==> src/verilog/mbox_pkg.sv <==
// address map, widths and request types shared by every module of the mailbox register block
package mbox_pkg;

    // -------------------------------------------------------------------------
    // widths
    // -------------------------------------------------------------------------
    localparam int data_w    = 32;
    localparam int ls_addr_w = 15;
    localparam int strb_w    = 4;
    localparam int mb_count  = 8;

    // -------------------------------------------------------------------------
    // local address map, LS byte addresses
    // -------------------------------------------------------------------------
    localparam logic [ls_addr_w-1:0] mb_low         = 15'h2000;
    localparam logic [ls_addr_w-1:0] mb_high        = 15'h201F;
    localparam logic [ls_addr_w-1:0] aa_enable_addr = 15'h2100;
    localparam logic [ls_addr_w-1:0] aa_status_addr = 15'h2104;
    localparam logic [ls_addr_w-1:0] local_high     = 15'h2FFF;

    // returned for any read that hits no register
    localparam logic [data_w-1:0] unsupp_rdata = 32'hFFFF_FFFF;

    // -------------------------------------------------------------------------
    // request types
    // -------------------------------------------------------------------------

    // one LS access as presented on the request/ready port
    typedef struct packed {
        logic                 rd_wr;   // set for a read
        logic [ls_addr_w-1:0] addr;
        logic [data_w-1:0]    wdata;
        logic [strb_w-1:0]    wstrb;
    } ls_req_t;

    // stream user codes, only 01 is served here
    typedef enum logic [1:0] {
        ss_user_wr      = 2'b01,
        ss_user_rd_req  = 2'b10,
        ss_user_rd_data = 2'b11
    } ss_user_e;

    typedef enum logic {
        src_ls = 1'b0,
        src_ss = 1'b1
    } req_src_e;

    // one access to the register file, from either side
    typedef struct packed {
        req_src_e             src;
        logic                 rd_wr;   // set for a read
        logic [ls_addr_w-1:0] addr;
        logic [data_w-1:0]    data;
        logic [strb_w-1:0]    strb;
    } acc_req_t;

    typedef enum logic [1:0] {
        arb_idle,
        arb_fetch,
        arb_exec,
        arb_reply
    } arb_state_e;

    // address class inside the register file
    typedef enum logic [1:0] {
        acc_mb,
        acc_enable,
        acc_status,
        acc_unsupp
    } acc_kind_e;

endpackage

==> src/verilog/mbox_ctrl_top.sv <==
`timescale 1ns/1ps
// top of the mailbox register block; connects the stream collector, arbiter and register file
module mbox_ctrl_top (
    input  logic                        axi_aclk,
    input  logic                        axi_aresetn,

    // AXI-Lite slave side backend (LS)
    input  logic                        bk_ls_valid,
    input  mbox_pkg::ls_req_t           bk_ls_req,
    output logic                        bk_ls_ready,
    output logic [mbox_pkg::data_w-1:0] bk_ls_rdata,

    // AXI-Stream slave side backend (SS)
    input  logic                        bk_ss_valid,
    input  logic [mbox_pkg::data_w-1:0] bk_ss_data,
    input  logic [1:0]                  bk_ss_user,
    output logic                        bk_ss_ready,

    output logic                        axi_interrupt
);
    import mbox_pkg::*;

    // collector to arbiter
    logic     ss_req_valid;
    acc_req_t ss_req;
    logic     ss_req_take;

    // arbiter to register file
    logic     acc_valid;
    acc_req_t acc_req;

    ss_frame_collector u_collector (
        .axi_aclk     (axi_aclk),
        .axi_aresetn  (axi_aresetn),
        .bk_ss_valid  (bk_ss_valid),
        .bk_ss_data   (bk_ss_data),
        .bk_ss_user   (bk_ss_user),
        .bk_ss_ready  (bk_ss_ready),
        .ss_req_valid (ss_req_valid),
        .ss_req       (ss_req),
        .ss_req_take  (ss_req_take)
    );

    req_arbiter u_arbiter (
        .axi_aclk     (axi_aclk),
        .axi_aresetn  (axi_aresetn),
        .bk_ls_valid  (bk_ls_valid),
        .bk_ls_req    (bk_ls_req),
        .bk_ls_ready  (bk_ls_ready),
        .ss_req_valid (ss_req_valid),
        .ss_req       (ss_req),
        .ss_req_take  (ss_req_take),
        .acc_valid    (acc_valid),
        .acc_req      (acc_req)
    );

    // read data goes straight back to LS, valid while bk_ls_ready is high
    mbox_regfile u_regfile (
        .axi_aclk      (axi_aclk),
        .axi_aresetn   (axi_aresetn),
        .acc_valid     (acc_valid),
        .acc_req       (acc_req),
        .acc_rdata     (bk_ls_rdata),
        .axi_interrupt (axi_interrupt)
    );

endmodule

==> src/verilog/mbox_regfile.sv <==
`timescale 1ns/1ps
// mailbox and interrupt control registers; decodes each access, returns read data, drives the interrupt
module mbox_regfile (
    input  logic                        axi_aclk,
    input  logic                        axi_aresetn,
    input  logic                        acc_valid,
    input  mbox_pkg::acc_req_t          acc_req,
    output logic [mbox_pkg::data_w-1:0] acc_rdata,
    output logic                        axi_interrupt
);
    import mbox_pkg::*;

    acc_kind_e                       acc_kind;
    logic                            in_local;
    logic [$clog2(mb_count)-1:0]     mb_idx;
    logic                            is_wr;
    logic                            ls_wr;
    logic                            ss_mb_wr;
    logic [mb_count-1:0][data_w-1:0] mb_regs;
    logic                            int_enable;
    logic                            int_status;

    // -------------------------------------------------------------------------
    // address decode
    // -------------------------------------------------------------------------
    assign in_local = (acc_req.addr >= mb_low) && (acc_req.addr <= local_high);

    // word index inside the mailbox
    assign mb_idx = acc_req.addr[$clog2(mb_count)+1:2];

    always_comb begin
        if (!in_local) begin
            acc_kind = acc_unsupp;
        end else if (acc_req.addr <= mb_high) begin
            acc_kind = acc_mb;
        end else if (acc_req.addr[ls_addr_w-1:2] == aa_enable_addr[ls_addr_w-1:2]) begin
            acc_kind = acc_enable;
        end else if (acc_req.addr[ls_addr_w-1:2] == aa_status_addr[ls_addr_w-1:2]) begin
            acc_kind = acc_status;
        end else begin
            // holes in the local window read all ones
            acc_kind = acc_unsupp;
        end
    end

    assign is_wr    = acc_valid && !acc_req.rd_wr;
    assign ls_wr    = is_wr && (acc_req.src == src_ls);
    assign ss_mb_wr = is_wr && (acc_req.src == src_ss) && (acc_kind == acc_mb);

    // -------------------------------------------------------------------------
    // mailbox, byte-strobed writes from either side
    // -------------------------------------------------------------------------
    always_ff @(posedge axi_aclk or negedge axi_aresetn) begin
        if (!axi_aresetn) begin
            mb_regs <= '0;
        end else if (is_wr && acc_kind == acc_mb) begin
            for (int b = 0; b < strb_w; b++) begin
                if (acc_req.strb[b]) begin
                    mb_regs[mb_idx][b*8 +: 8] <= acc_req.data[b*8 +: 8];
                end
            end
        end
    end

    // -------------------------------------------------------------------------
    // interrupt enable and status
    // -------------------------------------------------------------------------
    always_ff @(posedge axi_aclk or negedge axi_aresetn) begin
        if (!axi_aresetn) begin
            int_enable <= 1'b0;
            int_status <= 1'b0;
        end else begin
            // enable bit 0 is read-write from LS
            if (ls_wr && acc_kind == acc_enable && acc_req.strb[0]) begin
                int_enable <= acc_req.data[0];
            end
            // remote mailbox write raises status, LS clears it by writing one
            if (ss_mb_wr) begin
                int_status <= 1'b1;
            end else if (ls_wr && acc_kind == acc_status && acc_req.strb[0]
                         && acc_req.data[0]) begin
                int_status <= 1'b0;
            end
        end
    end

    // -------------------------------------------------------------------------
    // read data, registered on the access edge
    // -------------------------------------------------------------------------
    always_ff @(posedge axi_aclk or negedge axi_aresetn) begin
        if (!axi_aresetn) begin
            acc_rdata <= '0;
        end else if (acc_valid) begin
            case (acc_kind)
                acc_mb:     acc_rdata <= mb_regs[mb_idx];
                acc_enable: acc_rdata <= {{(data_w-1){1'b0}}, int_enable};
                acc_status: acc_rdata <= {{(data_w-1){1'b0}}, int_status};
                default:    acc_rdata <= unsupp_rdata;
            endcase
        end
    end

    assign axi_interrupt = int_enable && int_status;

endmodule

==> src/verilog/req_arbiter.sv <==
`timescale 1ns/1ps
// round-robin arbiter between LS and SS requests; sequences one register file access at a time
module req_arbiter (
    input  logic               axi_aclk,
    input  logic               axi_aresetn,

    // LS request/ready
    input  logic               bk_ls_valid,
    input  mbox_pkg::ls_req_t  bk_ls_req,
    output logic               bk_ls_ready,

    // SS request from the frame collector
    input  logic               ss_req_valid,
    input  mbox_pkg::acc_req_t ss_req,
    output logic               ss_req_take,

    // register file access
    output logic               acc_valid,
    output mbox_pkg::acc_req_t acc_req
);
    import mbox_pkg::*;

    arb_state_e state;
    arb_state_e state_nxt;
    req_src_e   last_src;
    logic       any_req;
    logic       ls_wins;
    acc_req_t   ls_acc;

    assign any_req = bk_ls_valid || ss_req_valid;

    // on a tie the source not served last goes first
    assign ls_wins = bk_ls_valid && (!ss_req_valid || last_src == src_ss);

    // LS request in register file form
    always_comb begin
        ls_acc.src   = src_ls;
        ls_acc.rd_wr = bk_ls_req.rd_wr;
        ls_acc.addr  = bk_ls_req.addr;
        ls_acc.data  = bk_ls_req.wdata;
        ls_acc.strb  = bk_ls_req.wstrb;
    end

    // -------------------------------------------------------------------------
    // access sequencing FSM
    // -------------------------------------------------------------------------
    always_comb begin
        state_nxt = state;
        case (state)
            arb_idle: begin
                if (any_req) begin
                    state_nxt = arb_fetch;
                end
            end
            arb_fetch: begin
                // request withdrawn in the meantime
                state_nxt = any_req ? arb_exec : arb_idle;
            end
            arb_exec: begin
                state_nxt = arb_reply;
            end
            arb_reply: begin
                state_nxt = arb_idle;
            end
            default: state_nxt = arb_idle;
        endcase
    end

    always_ff @(posedge axi_aclk or negedge axi_aresetn) begin
        if (!axi_aresetn) begin
            state    <= arb_idle;
            // so that LS takes the first tie
            last_src <= src_ss;
        end else begin
            state <= state_nxt;
            if (state == arb_fetch && any_req) begin
                last_src <= ls_wins ? src_ls : src_ss;
            end
        end
    end

    // winner captured in fetch, held through execute and reply
    always_ff @(posedge axi_aclk) begin
        if (state == arb_fetch) begin
            acc_req <= ls_wins ? ls_acc : ss_req;
        end
    end

    assign acc_valid = (state == arb_exec);

    // one-cycle acknowledge to whichever side was served
    assign bk_ls_ready = (state == arb_reply) && (acc_req.src == src_ls);
    assign ss_req_take = (state == arb_reply) && (acc_req.src == src_ss);

endmodule

==> src/verilog/ss_frame_collector.sv <==
`timescale 1ns/1ps
// turns two-beat AXI-Stream write frames (user 01) into register write requests, drops the rest
module ss_frame_collector (
    input  logic                        axi_aclk,
    input  logic                        axi_aresetn,
    input  logic                        bk_ss_valid,
    input  logic [mbox_pkg::data_w-1:0] bk_ss_data,
    input  logic [1:0]                  bk_ss_user,
    output logic                        bk_ss_ready,
    output logic                        ss_req_valid,
    output mbox_pkg::acc_req_t          ss_req,
    input  logic                        ss_req_take
);
    import mbox_pkg::*;

    typedef enum logic [1:0] {
        beat_hdr,
        beat_data,
        beat_held
    } beat_state_e;

    beat_state_e          state;
    beat_state_e          state_nxt;
    logic                 beat_xfer;
    logic                 user_wr;
    logic                 hdr_wide;
    logic [strb_w-1:0]    hdr_strb;
    logic [ls_addr_w-1:0] hdr_addr;
    logic [data_w-1:0]    frame_data;

    assign beat_xfer = bk_ss_valid && bk_ss_ready;

    always_comb begin
        case (ss_user_e'(bk_ss_user))
            ss_user_wr:                      user_wr = 1'b1;
            // read request and read return belong to the forwarding path
            ss_user_rd_req, ss_user_rd_data: user_wr = 1'b0;
            default:                         user_wr = 1'b0;
        endcase
    end

    // -------------------------------------------------------------------------
    // beat FSM
    // -------------------------------------------------------------------------
    always_comb begin
        state_nxt = state;
        case (state)
            beat_hdr: begin
                if (beat_xfer && user_wr) begin
                    state_nxt = beat_data;
                end
            end
            beat_data: begin
                // wide header or odd user code on the data beat drops the frame
                if (beat_xfer) begin
                    state_nxt = (user_wr && !hdr_wide) ? beat_held : beat_hdr;
                end
            end
            beat_held: begin
                if (ss_req_take) begin
                    state_nxt = beat_hdr;
                end
            end
            default: state_nxt = beat_hdr;
        endcase
    end

    always_ff @(posedge axi_aclk or negedge axi_aresetn) begin
        if (!axi_aresetn) begin
            state        <= beat_hdr;
            bk_ss_ready  <= 1'b0;
            ss_req_valid <= 1'b0;
            hdr_wide     <= 1'b0;
        end else begin
            state        <= state_nxt;
            bk_ss_ready  <= (state_nxt != beat_held);
            // one cycle after the frame completes
            ss_req_valid <= (state == beat_held) && !ss_req_take;
            if (state == beat_hdr && beat_xfer && user_wr) begin
                hdr_wide <= |bk_ss_data[data_w-strb_w-1:ls_addr_w];
            end
        end
    end

    // header is strobe over address, data beat follows
    always_ff @(posedge axi_aclk) begin
        if (state == beat_hdr && beat_xfer) begin
            hdr_strb <= bk_ss_data[data_w-1 -: strb_w];
            hdr_addr <= bk_ss_data[ls_addr_w-1:0];
        end
        if (state == beat_data && beat_xfer) begin
            frame_data <= bk_ss_data;
        end
    end

    always_comb begin
        ss_req.src   = src_ss;
        ss_req.rd_wr = 1'b0;
        ss_req.addr  = hdr_addr;
        ss_req.data  = frame_data;
        ss_req.strb  = hdr_strb;
    end

endmodule
==> config.mk <==
export PLATFORM = sky130hd
export DESIGN_NAME = mbox_ctrl_top
export DESIGN_NICKNAME = d
export VERILOG_FILES = /design/src/verilog/mbox_pkg.sv /design/src/verilog/mbox_ctrl_top.sv /design/src/verilog/mbox_regfile.sv /design/src/verilog/req_arbiter.sv /design/src/verilog/ss_frame_collector.sv
export SDC_FILE = /design/constraint.sdc
export NUM_CORES = 1
export LEC_CHECK = 0
export BUFFER_PORTS_ARGS = -buffer_cell sky130_fd_sc_hd__buf_2
export CORE_ASPECT_RATIO = 1.25
export CORE_MARGIN = 2
export CORE_UTILIZATION = 30
export CTS_CLUSTER_DIAMETER = 200
export CTS_CLUSTER_SIZE = 8
export DETAILED_ROUTE_END_ITERATION = 10
export SYNTH_ARGS = -nofsm -noshare
export SYNTH_HDL_FRONTEND = slang
export SYNTH_SLANG_ARGS = --single-unit
==> constraint.sdc <==
create_clock -name axi_aclk -period 6.9 [get_ports axi_aclk]
set_input_delay 0.69 -clock axi_aclk [delete_from_list [all_inputs] [get_ports axi_aclk]]
set_output_delay 0.69 -clock axi_aclk [all_outputs]
set_load 0.05 [all_outputs]
# Word level (Yosys, flattened, before mapping)
# Cells that the tools add are included.
[totals] regBits=402
[op_classes] n_lt_le_gt_ge=5 eq_ne=12 muxes=39 n_bitwise=1 n_reduce_logical=35
[op_table] op="$mux W256" n=7
[op_table] op="$bwmux W256" n=4
[op_table] op="$demux W32 S3" n=4
[op_table] op="$bmux W32 S3" n=1
[op_table] op="$pmux W32 S3" n=1
[op_table] op="$mux W32" n=2
[op_table] op="$mux W53" n=1
[op_table] op="$le A15 B14 Y1 const B" n=2
[op_table] op="$eq A13 B12 Y1 const B" n=2
[op_table] op="$logic_and A1 B1 Y1" n=24
[op_table] op="$mux W24" n=1
[op_table] op="$mux W2" n=9
[op_table] op="$mux W16" n=1
[op_table] op="$ge A15 B14 Y1 const B" n=1
[op_table] op="$reduce_or A13 Y1" n=1
[op_table] op="$eq A2 B1 Y1 const B" n=4
[op_table] op="$eq A2 B2 Y1 const B" n=4
[op_table] op="$mux W8" n=1
[op_table] op="$pmux W2 S4" n=1
[op_table] op="$logic_not A2 Y1" n=3
[op_table] op="$pmux W2 S3" n=1
[op_table] op="$mux W1" n=5
[op_table] op="$logic_not A1 Y1" n=4
[op_table] op="$lt A3 B4 Y1 const B" n=1
[op_table] op="other kinds (6)" n=7

# Longest topological paths before layout
# Gate-level depths: netlist (run 1).
[logic_depth] ltp_word=16 ltp_mapped=13 depth_no_buf=9

# Hierarchy
# From an unflattened synthesis (run 1), not the netlist that was laid out.
[unflattened] cells_unflattened=1215 area_unflattened_um2=17516.8
[by_module_without_submodules] mod="mbox_regfile" n_inst=1 cells_each=1009 area_each_um2=13320.3 seq_area_each_um2=7257.0
[by_module_without_submodules] mod="req_arbiter" n_inst=1 cells_each=127 area_each_um2=2386.0 seq_area_each_um2=1667.8
[by_module_without_submodules] mod="ss_frame_collector" n_inst=1 cells_each=79 area_each_um2=1810.5 seq_area_each_um2=1656.6

# Worst setup path after synthesis (run 1)
# Ideal clock, no wire load.
[synth_timing] path_type="register to register" start="register (tool-made name)" end="register (tool-made name)" setup_ns=0.079 arrival_ns=3.252 required_ns=6.821 setup_slack_ns=3.569 path_stages_with_launch=4 n_path_buf=0 cell_sequence="dfrtp_1 > nor2b_1 > o21ai_0 > nand2_1"

# Worst setup path after layout (run 1)
[layout_timing] start="register u_arbiter.acc_req[40] (netlist name)" end="register u_regfile.mb_regs[247] (netlist name)"
[layout_via] elab_chain_len=12 word_cells_on_any_way=31 classes_between="order compare (5); eq/ne (2); mux (20); reduce/logical (4)"
[layout_rtl] item="$demux W32 S3"
[layout_rtl] item="$bwmux W256" line="mbox_regfile.sv:59" text="mb_regs[mb_idx][b*8 +: 8] <= acc_req.data[b*8 +: 8];"
[layout_rtl] item="$mux W256" line="mbox_regfile.sv:58" text="if (acc_req.strb[b]) begin"
[layout_rtl] item="$mux W256" line="mbox_regfile.sv:56" text="end else if (is_wr && acc_kind == acc_mb) begin"
[layout_rtl] item="$bwmux W256" line="mbox_regfile.sv:59"
[layout_rtl] item="$mux W256" line="mbox_regfile.sv:58"
[layout_rtl] item="$mux W256" line="mbox_regfile.sv:56"
[layout_rtl] item="$bwmux W256" line="mbox_regfile.sv:59"
[layout_rtl] item="$mux W256" line="mbox_regfile.sv:58"
[layout_rtl] item="$mux W256" line="mbox_regfile.sv:56"
[layout_rtl] item="$bwmux W256" line="mbox_regfile.sv:59"
[layout_rtl] item="$mux W256" line="mbox_regfile.sv:58"
[layout_rtl] item="end signal, assigned by index" line="mbox_regfile.sv:59"
[layout_rtl] item="end, declared" line="mbox_regfile.sv:19" text="logic [mb_count-1:0][data_w-1:0] mb_regs;"
# Parallel ways exist; a longest one is shown, timed or not. The select of a mux whose other input is x is not followed.
# A chain may end at the register's enable or synchronous reset.

==> results.txt, run 1 <==
Synth warn -> 0
# Post-CTS Setup Buffers -> 0
Die span in y -> 273 µm
Bufs and invs on worst path -> 1
Post-synthesis register bit count -> 398
Hold_ws -> 0.179 ns
Most frequent cells in the layout -> mux2_2, dfrtp_1, buf_2, edfxtp_1, clkbuf_16
Initial drt markers -> 490
Post-synth cell types -> 50
Register area -> 10500 µm²
Family with the most delay on the worst path -> simple AND/OR/NAND/NOR gates
Proportion of power drawn by the clock network -> 0.360
TritonCTS Buffers -> 55
Net Sw Power -> 2250 µW
Placer Congestion -> 0.733
Final global-route overflow total -> 0
Post-synthesis sequential area ratio -> 0.601
Hold Crit Class -> in2async
Crit path capture type -> flop
Initial antenna violation count -> 0
Final instance area -> 20300 µm²
Critical path class -> reg2reg
Critical path peak fanout -> 51
Post-DP Area -> 18800 µm²
Ys async rst share -> 0.749
Largest stage delay, worst path -> 0.90 ns
Power share of the sequential group -> 0.429
Post-cts hold buffer count -> 0
Relative slew slack -> 0.292
Tcrit/Tclk final -> 0.581
Post-layout min period -> 4.01 ns
Post-synth EDFFs -> 100
Reg2reg start -> u_arbiter.acc_req[40]
CTS Sinks -> 398
Non-filler cells in the finished layout -> 2040
Worst setup SP type -> flop
Port-buffer cells -> 122
GRT Overall Usage -> 0.142
Worst slew pin tran -> 1.06 ns
Outcome -> finished clean
Remaining DRCs -> 0
TritonCTS clock tree -> built
DIE WIDTH -> 220 µm
Final Hold Vio Count -> 0
Placed Cells -> 1955
Starting Density -> 0.304
Worst IR Drop VDD -> 214 µV
Top FF cell, synth -> dfrtp_1
Post-synthesis net count -> 1225
Antenna-violating nets left -> 0
Routed wire length -> 42600 µm
Max Cap Viol -> 0
Switching Share -> 0.331
CP arrival -> 4.47 ns
Clk Latency, worst-skew pair -> 0.58 ns
Clock-pin slew on the worst setup and hold paths -> 0.05 ns
Critical Path RT -> 7.35 ns
Sum Neg Setup Slack -> 0 ns
Final setup viols -> 0
F_max -> 249 MHz
DR WL/cell -> 20.9 µm
Vias/cell -> 5.02
ANT cells -> 0
Mapped Cells -> 1131
Multi-input logic area -> 6600 µm²
Via count -> 10200
Post-CTS sizing -> 0
Mean post-synth cell area -> 15.4 µm²
FF-to-FF End -> u_regfile.mb_regs[247]
Fraction of layout cells with a size suffix above 1 -> 0.466
P_int -> 4550 µW
Core Box Area -> 57300 µm²
Commonest non-fill, non-tap cell in the layout -> mux2_2
Die footprint -> 60000 µm²
Final Max Slew Viols -> 0
Clock Path Buffers -> 3
Vias in the first global route -> 10900
Comb pwr share -> 0.211
Worst path cell trace -> buf_4, nor2_1, nand2_1, a21oi_1, ha_2, and4bb_1, and2_1, nand4_4, mux2_2
Reg2Reg Depth -> 9
Site Rows -> 98
P_leak -> 0.00909 µW
First-pass GRT wire length -> 65300 µm
DR pass1 iterations -> 4
Power density cells -> 335 nW/µm²
Pin count of the biggest net entering global routing -> 189
Mapped cell area -> 17400 µm²
CTS root buf -> clkbuf_16
# fillers -> 5486
Reg2reg setup slack -> 2.89 ns
Final nets -> 1356
HPWL Detailed -> 26600 µm
CP max stage cell -> ha_2
Unrepaired setup endpoints after global routing -> no
P&R area growth vs syn -> 16.6%
Worst clock skew -> 0.0313 ns
IO Count -> 125
H-Tree Depth -> 2
Power, Total -> 6800 µW
## Yosys cell counts (2+ instances only)
cell type  count  area [µm²]
a31oi_1        4        25.0
a221oi_1      31         272
mux2i_1       32         320
nand2_1        9        33.8
o21ai_0       28         140
nor3_1         5        25.0
mux2_2       328        3690
a221o_1       31         310
inv_1          6        22.5
dfrtp_1      297        7430
buf_2         25         125
nand2_2       28         175
buf_6         13         146
nand2b_1       3        18.8
a211oi_1      31         233
a22oi_1       29         218
nand3_1        2        10.0
edfxtp_1     100        3000
a22oi_2        2        25.0
ha_1           4        50.1
o21ai_1        6        30.0
and2_1         5        31.3
or4_1          2        15.0
mux2_1        12         135
nor4_1         4        25.0
mux2_4        28         420
buf_4          3        22.5
nor2_1        11        41.3
nand4_4        4        85.1
nor2b_1        3        18.8
nor3_4         2        32.5
clkbuf_1      21        78.8
a21oi_1        5        25.0
## power groups by stage
stage,Combinational [µW],Sequential (µW),Clock (µW)
after global routing,1520,2960,2610
after detailed placement,1450,2970,0
after global placement,1440,2960,0
after CTS,1450,2930,2510
after floorplan,707,3170,0
final,1430,2920,2450
## sequential cells by signal, indices dropped and copies added, names as in the netlist, named ones only
| register | cells |
|---|---|
| u_regfile.mb_regs | 256 |
| u_arbiter.acc_req | 51 |
| u_collector.frame_data | 32 |
| u_regfile.acc_rdata | 32 |
| u_collector.hdr_addr | 13 |
| u_collector.hdr_strb | 4 |
| u_collector.state | 2 |
| u_arbiter.last_src | 1 |
| u_arbiter.state | 1 |
| u_collector.bk_ss_ready | 1 |
| u_collector.hdr_wide | 1 |
| u_collector.ss_req_valid | 1 |
| u_regfile.int_enable | 1 |
| u_regfile.int_status | 1 |
## worst register-to-register path, delay by kind of cell (launching register included)
kind            cells  cell delay (ns)
simple gates        5             1.57
flops               1             0.36
fa+ha+maj           1             0.90
mux                 1             0.40
buf+inv             1             0.36
compound gates      1             0.30
## worst max path at each step
stage	endpoint	slack (ns)	start	cells past startpoint
finish	u_regfile.mb_regs[247]	2.89	u_arbiter.acc_req[40]	9
global route	u_regfile.mb_regs[9]	2.58	u_arbiter.acc_req[40]	9
CTS	u_regfile.mb_regs[10]	2.85	u_arbiter.acc_req[40]	9
detailed placement	u_regfile.mb_regs[10]	2.90	u_arbiter.acc_req[40]	9
global placement	u_regfile.mb_regs[10]	2.93	u_arbiter.acc_req[40]	9
floorplan	flop	3.57	flop	3
## logic make-up (layout without fill, tap and decap cells)
group                      count (synthesis)  after routing  synth area share
muxes                                    401            401             0.264
AOI/OAI and AO/OA                        172            172            0.0757
and+or+nand+nor                           86             86            0.0340
buffers and inverters                     70            229            0.0231
adders and majority gates                  4              4           0.00287
DFF                                      398            398             0.601
## per-stage QoR
step | utilization | setup slack (ns)
3_5_place_dp | 0.328 | 2.90
4_1_cts | 0.355 | 2.85
6_report | 0.355 | 2.89
2_1_floorplan | - | 3.57
3_3_place_gp | 0.328 | 2.93
5_1_grt | 0.355 | 2.58
## area by class of cell
type	instances	share of cell area
clock buffer	83	0.0745
multi-input combinational	663	0.325
timing repair buffer	137	0.0367
tap	750	0.0462
clock inverter	2	0.00123
inverter	7	0.00136
sequential	398	0.515
## per-layer routing
metal / routed length [µm] / vias up / global-route usage
met5: 0 / - / 0
met4: 1340 / 0 / 0.0528
met3: 1790 / 84 / 0.0192
met2: 21300 / 247 / 0.245
met1: 18100 / 5310 / 0.180
li1: - / 4598 / -
No activity file was read; power rests on OpenSTA's default activity.
==> inputs of run 2 (changes only) <==
==> constraint.sdc (replaced) <==
create_clock -name axi_aclk -period 3.8 [get_ports axi_aclk]
set_input_delay 0.38 -clock axi_aclk [delete_from_list [all_inputs] [get_ports axi_aclk]]
set_output_delay 0.38 -clock axi_aclk [all_outputs]
set_load 0.05 [all_outputs]
==> run 2 against run 1 <==
Largest cell class unchanged. Final cell count increased by 1.3%. Maximum frequency rose by 35%. Core utilization increased by 0.56 points. Worst hold slack worse by 0.15 ns. Via count is 0.14% higher. Die area unchanged. Cell area is 1.6% higher. Global-route usage increased by 0.20 points. Critical path type unchanged. Wire length is 0.32% higher.
==> results.txt, run 2 (synthesized netlist as in run 1, its figures left out) <==
Net Sw Power -> 4060 µW (+81%)
Relative slew slack -> 0.372 (+0.0797)
TritonCTS Buffers -> 55 (unchanged)
Reg2reg start -> u_arbiter.acc_req[50]
Unrepaired setup endpoints after global routing -> no
Placer Congestion -> 0.735 (+0.27%)
Final nets -> 1387 (+2.3%)
Vias/cell -> 4.96 (-1.1%)
H-Tree Depth -> 2 (unchanged)
Critical Path RT -> 4.26 ns (-3.09 ns)
HPWL Detailed -> 26300 µm (-1.2%)
# Post-CTS Setup Buffers -> 0 (unchanged)
Initial antenna violation count -> 0 (unchanged)
Worst slew pin tran -> 0.942 ns (-0.120 ns)
Vias in the first global route -> 11100 (+2.4%)
P_leak -> 0.00923 µW (+1.6%)
Crit path capture type -> flop
Post-DP Area -> 18900 µm² (+0.43%)
Hold Path Cell Cnt -> 1
HP Start -> bk_ss_data[21]
Port-buffer cells -> 122 (unchanged)
Max reg flops -> 256 (unchanged)
Routed wire length -> 42700 µm (+0.32%)
IO Count -> 125 (unchanged)
First-pass GRT wire length -> 66500 µm (+1.8%)
P_int -> 8260 µW (+82%)
Clock-pin slew on the worst setup and hold paths -> 0.05 ns (about the same)
Final Max Slew Viols -> 0 (unchanged)
Outcome -> finished clean
Family with the most delay on the worst path -> simple AND/OR/NAND/NOR gates
GRT Overall Usage -> 0.144 (+0.00200)
Largest register by flop count -> u_regfile.mb_regs
Switching Share -> 0.330 (-0.00104)
Gr busiest metal -> met2
CTS Sinks -> 398 (unchanged)
Via count -> 10300 (+0.14%)
Power share of the sequential group -> 0.429 (about the same)
Bufs and invs on worst path -> 0 (-1)
Clock Path Buffers -> 3 (unchanged)
Post-layout min period -> 2.98 ns (-1.03 ns)
Most frequent cells in the layout -> mux2_2, dfrtp_1, buf_2, edfxtp_1, clkbuf_16
Die span in y -> 273 µm (unchanged)
Commonest non-fill, non-tap cell in the layout -> mux2_2
P&R area growth vs syn -> 18.4%
Clk Latency, worst-skew pair -> 0.58 ns (about the same)
Biggest regs -> u_regfile.mb_regs (256), u_arbiter.acc_req (51)
Comb pwr share -> 0.217 (+0.006)
Sum Neg Setup Slack -> 0 ns (unchanged)
CP max stage cell -> and2_1
Routing usage on met3 -> 0.0169 (-0.00233)
Final global-route overflow total -> 0 (unchanged)
Hold Crit Class -> in2reg
DIE WIDTH -> 220 µm (unchanged)
Worst clock skew -> 0.0268 ns (-0.00444 ns)
Worst setup SP type -> flop
F_max -> 336 MHz (+35%)
Final instance area -> 20600 µm² (+1.6%)
Power density cells -> 598 nW/µm² (+78%)
Final Hold Vio Count -> 0 (unchanged)
Largest stage delay, worst path -> 0.51 ns (-0.39 ns)
Starting Density -> 0.304 (unchanged)
Final design utilization -> 0.360 (+0.00557)
Max Cap Viol -> 0 (unchanged)
FF-to-FF End -> u_regfile.mb_regs[119]
Met2 usage -> 0.248 (+0.00340)
Core Box Area -> 57300 µm² (unchanged)
Grt met1 use -> 0.186 (+0.00543)
CTS root buf -> clkbuf_16
ANT cells -> 0 (unchanged)
CP arrival -> 3.44 ns (-1.03 ns)
Hold EP -> u_collector.frame_data[21]
TritonCTS clock tree -> built
Proportion of power drawn by the clock network -> 0.354 (-0.006)
Tcrit/Tclk final -> 0.784 (+0.203)
Post-CTS sizing -> 0 (unchanged)
Initial drt markers -> 403 (-18%)
Fraction of layout cells with a size suffix above 1 -> 0.458 (-0.00768)
Pin count of the biggest net entering global routing -> 97 (-49%)
DR WL/cell -> 20.7 µm (-0.94%)
Antenna-violating nets left -> 0 (unchanged)
DR pass1 iterations -> 4 (unchanged)
Remaining DRCs -> 0 (unchanged)
Reg2Reg Depth -> 8 (-1)
Critical path class -> reg2reg
Worst path cell trace -> nor4_1, nand4b_1, a21oi_1, ha_1, and4bb_1, and2_1, nand2_2, mux2_2
Site Rows -> 98 (unchanged)
Critical path peak fanout -> 8 (-84%)
Worst IR Drop VDD -> 343 µV (+60%)
Final setup viols -> 0 (unchanged)
Die footprint -> 60000 µm² (unchanged)
Post-placement setup slack -> 0.774 ns (-2.13 ns)
Reg2reg setup slack -> 0.82 ns (-2.07 ns)
Final worst slack -> 0.820 ns (-2.07 ns)
## run 2: metrics by stage
stage / power (µW) / hold WS (ns) / instances
floorplan: 7050 / 0.0844 / 1131
global placement: 8040 / 0.415 / 1959
detailed placement: 8080 / 0.433 / 1959
CTS: 12500 / 0.00861 / 2066
global route: 12900 / 0.0191 / 2066
finish: 12300 / 0.0331 / 2066
## run 2: what timing repair did
action	CTS	global route
hold buffers	27	0
setup endpoints to repair	0	0
endpoints found under the hold margin	118	0
## run 2: layout make-up
class,count,area [µm²]
Tap cell,750,938
Multi-Input combinational cell,663,6590
Timing Repair Buffer,168,1110
Clock inverter,2,32.5
Sequential cell,398,10500
Fill cell,5446,36600
Clock buffer,78,1470
Inverter,7,26.3
## run 2: power groups by stage
stage | clock, µW | sequential (µW) | combinational, µW
floorplan | 0 | 5760 | 1280
global placement | 0 | 5360 | 2670
detailed placement | 0 | 5380 | 2700
CTS | 4500 | 5300 | 2730
global route | 4670 | 5360 | 2860
finish | 4360 | 5290 | 2680
## run 2: metal layers
metal | routed length, µm | up-vias
li1 | - | 4660
met5 | 0 | -
met2 | 21400 | 227
met1 | 18600 | 5291
met4 | 1190 | 0
met3 | 1500 | 75
## run 2: worst max path at each step
stage | from | end | slack, ns | cells past startpoint
finish | u_arbiter.acc_req[50] | u_regfile.mb_regs[119] | 0.82 | 8
global route | u_arbiter.acc_req[42] | u_regfile.mb_regs[8] | 0.60 | 8
CTS | u_arbiter.acc_req[42] | u_regfile.mb_regs[158] | 0.76 | 8
detailed placement | u_arbiter.acc_req[42] | u_regfile.mb_regs[119] | 0.77 | 8
global placement | u_arbiter.acc_req[42] | u_regfile.mb_regs[247] | 0.83 | 8
floorplan | flop | flop | 0.47 | 3
## run 2: worst register-to-register path: stages (launching register included)
cell and delay [ns]:
edfxtp_1 0.36, nor4_1 0.29, nand4b_1 0.19, a21oi_1 0.28, ha_1 0.23, and4bb_1 0.28
and2_1 0.51, nand2_2 0.36, mux2_2 0.38
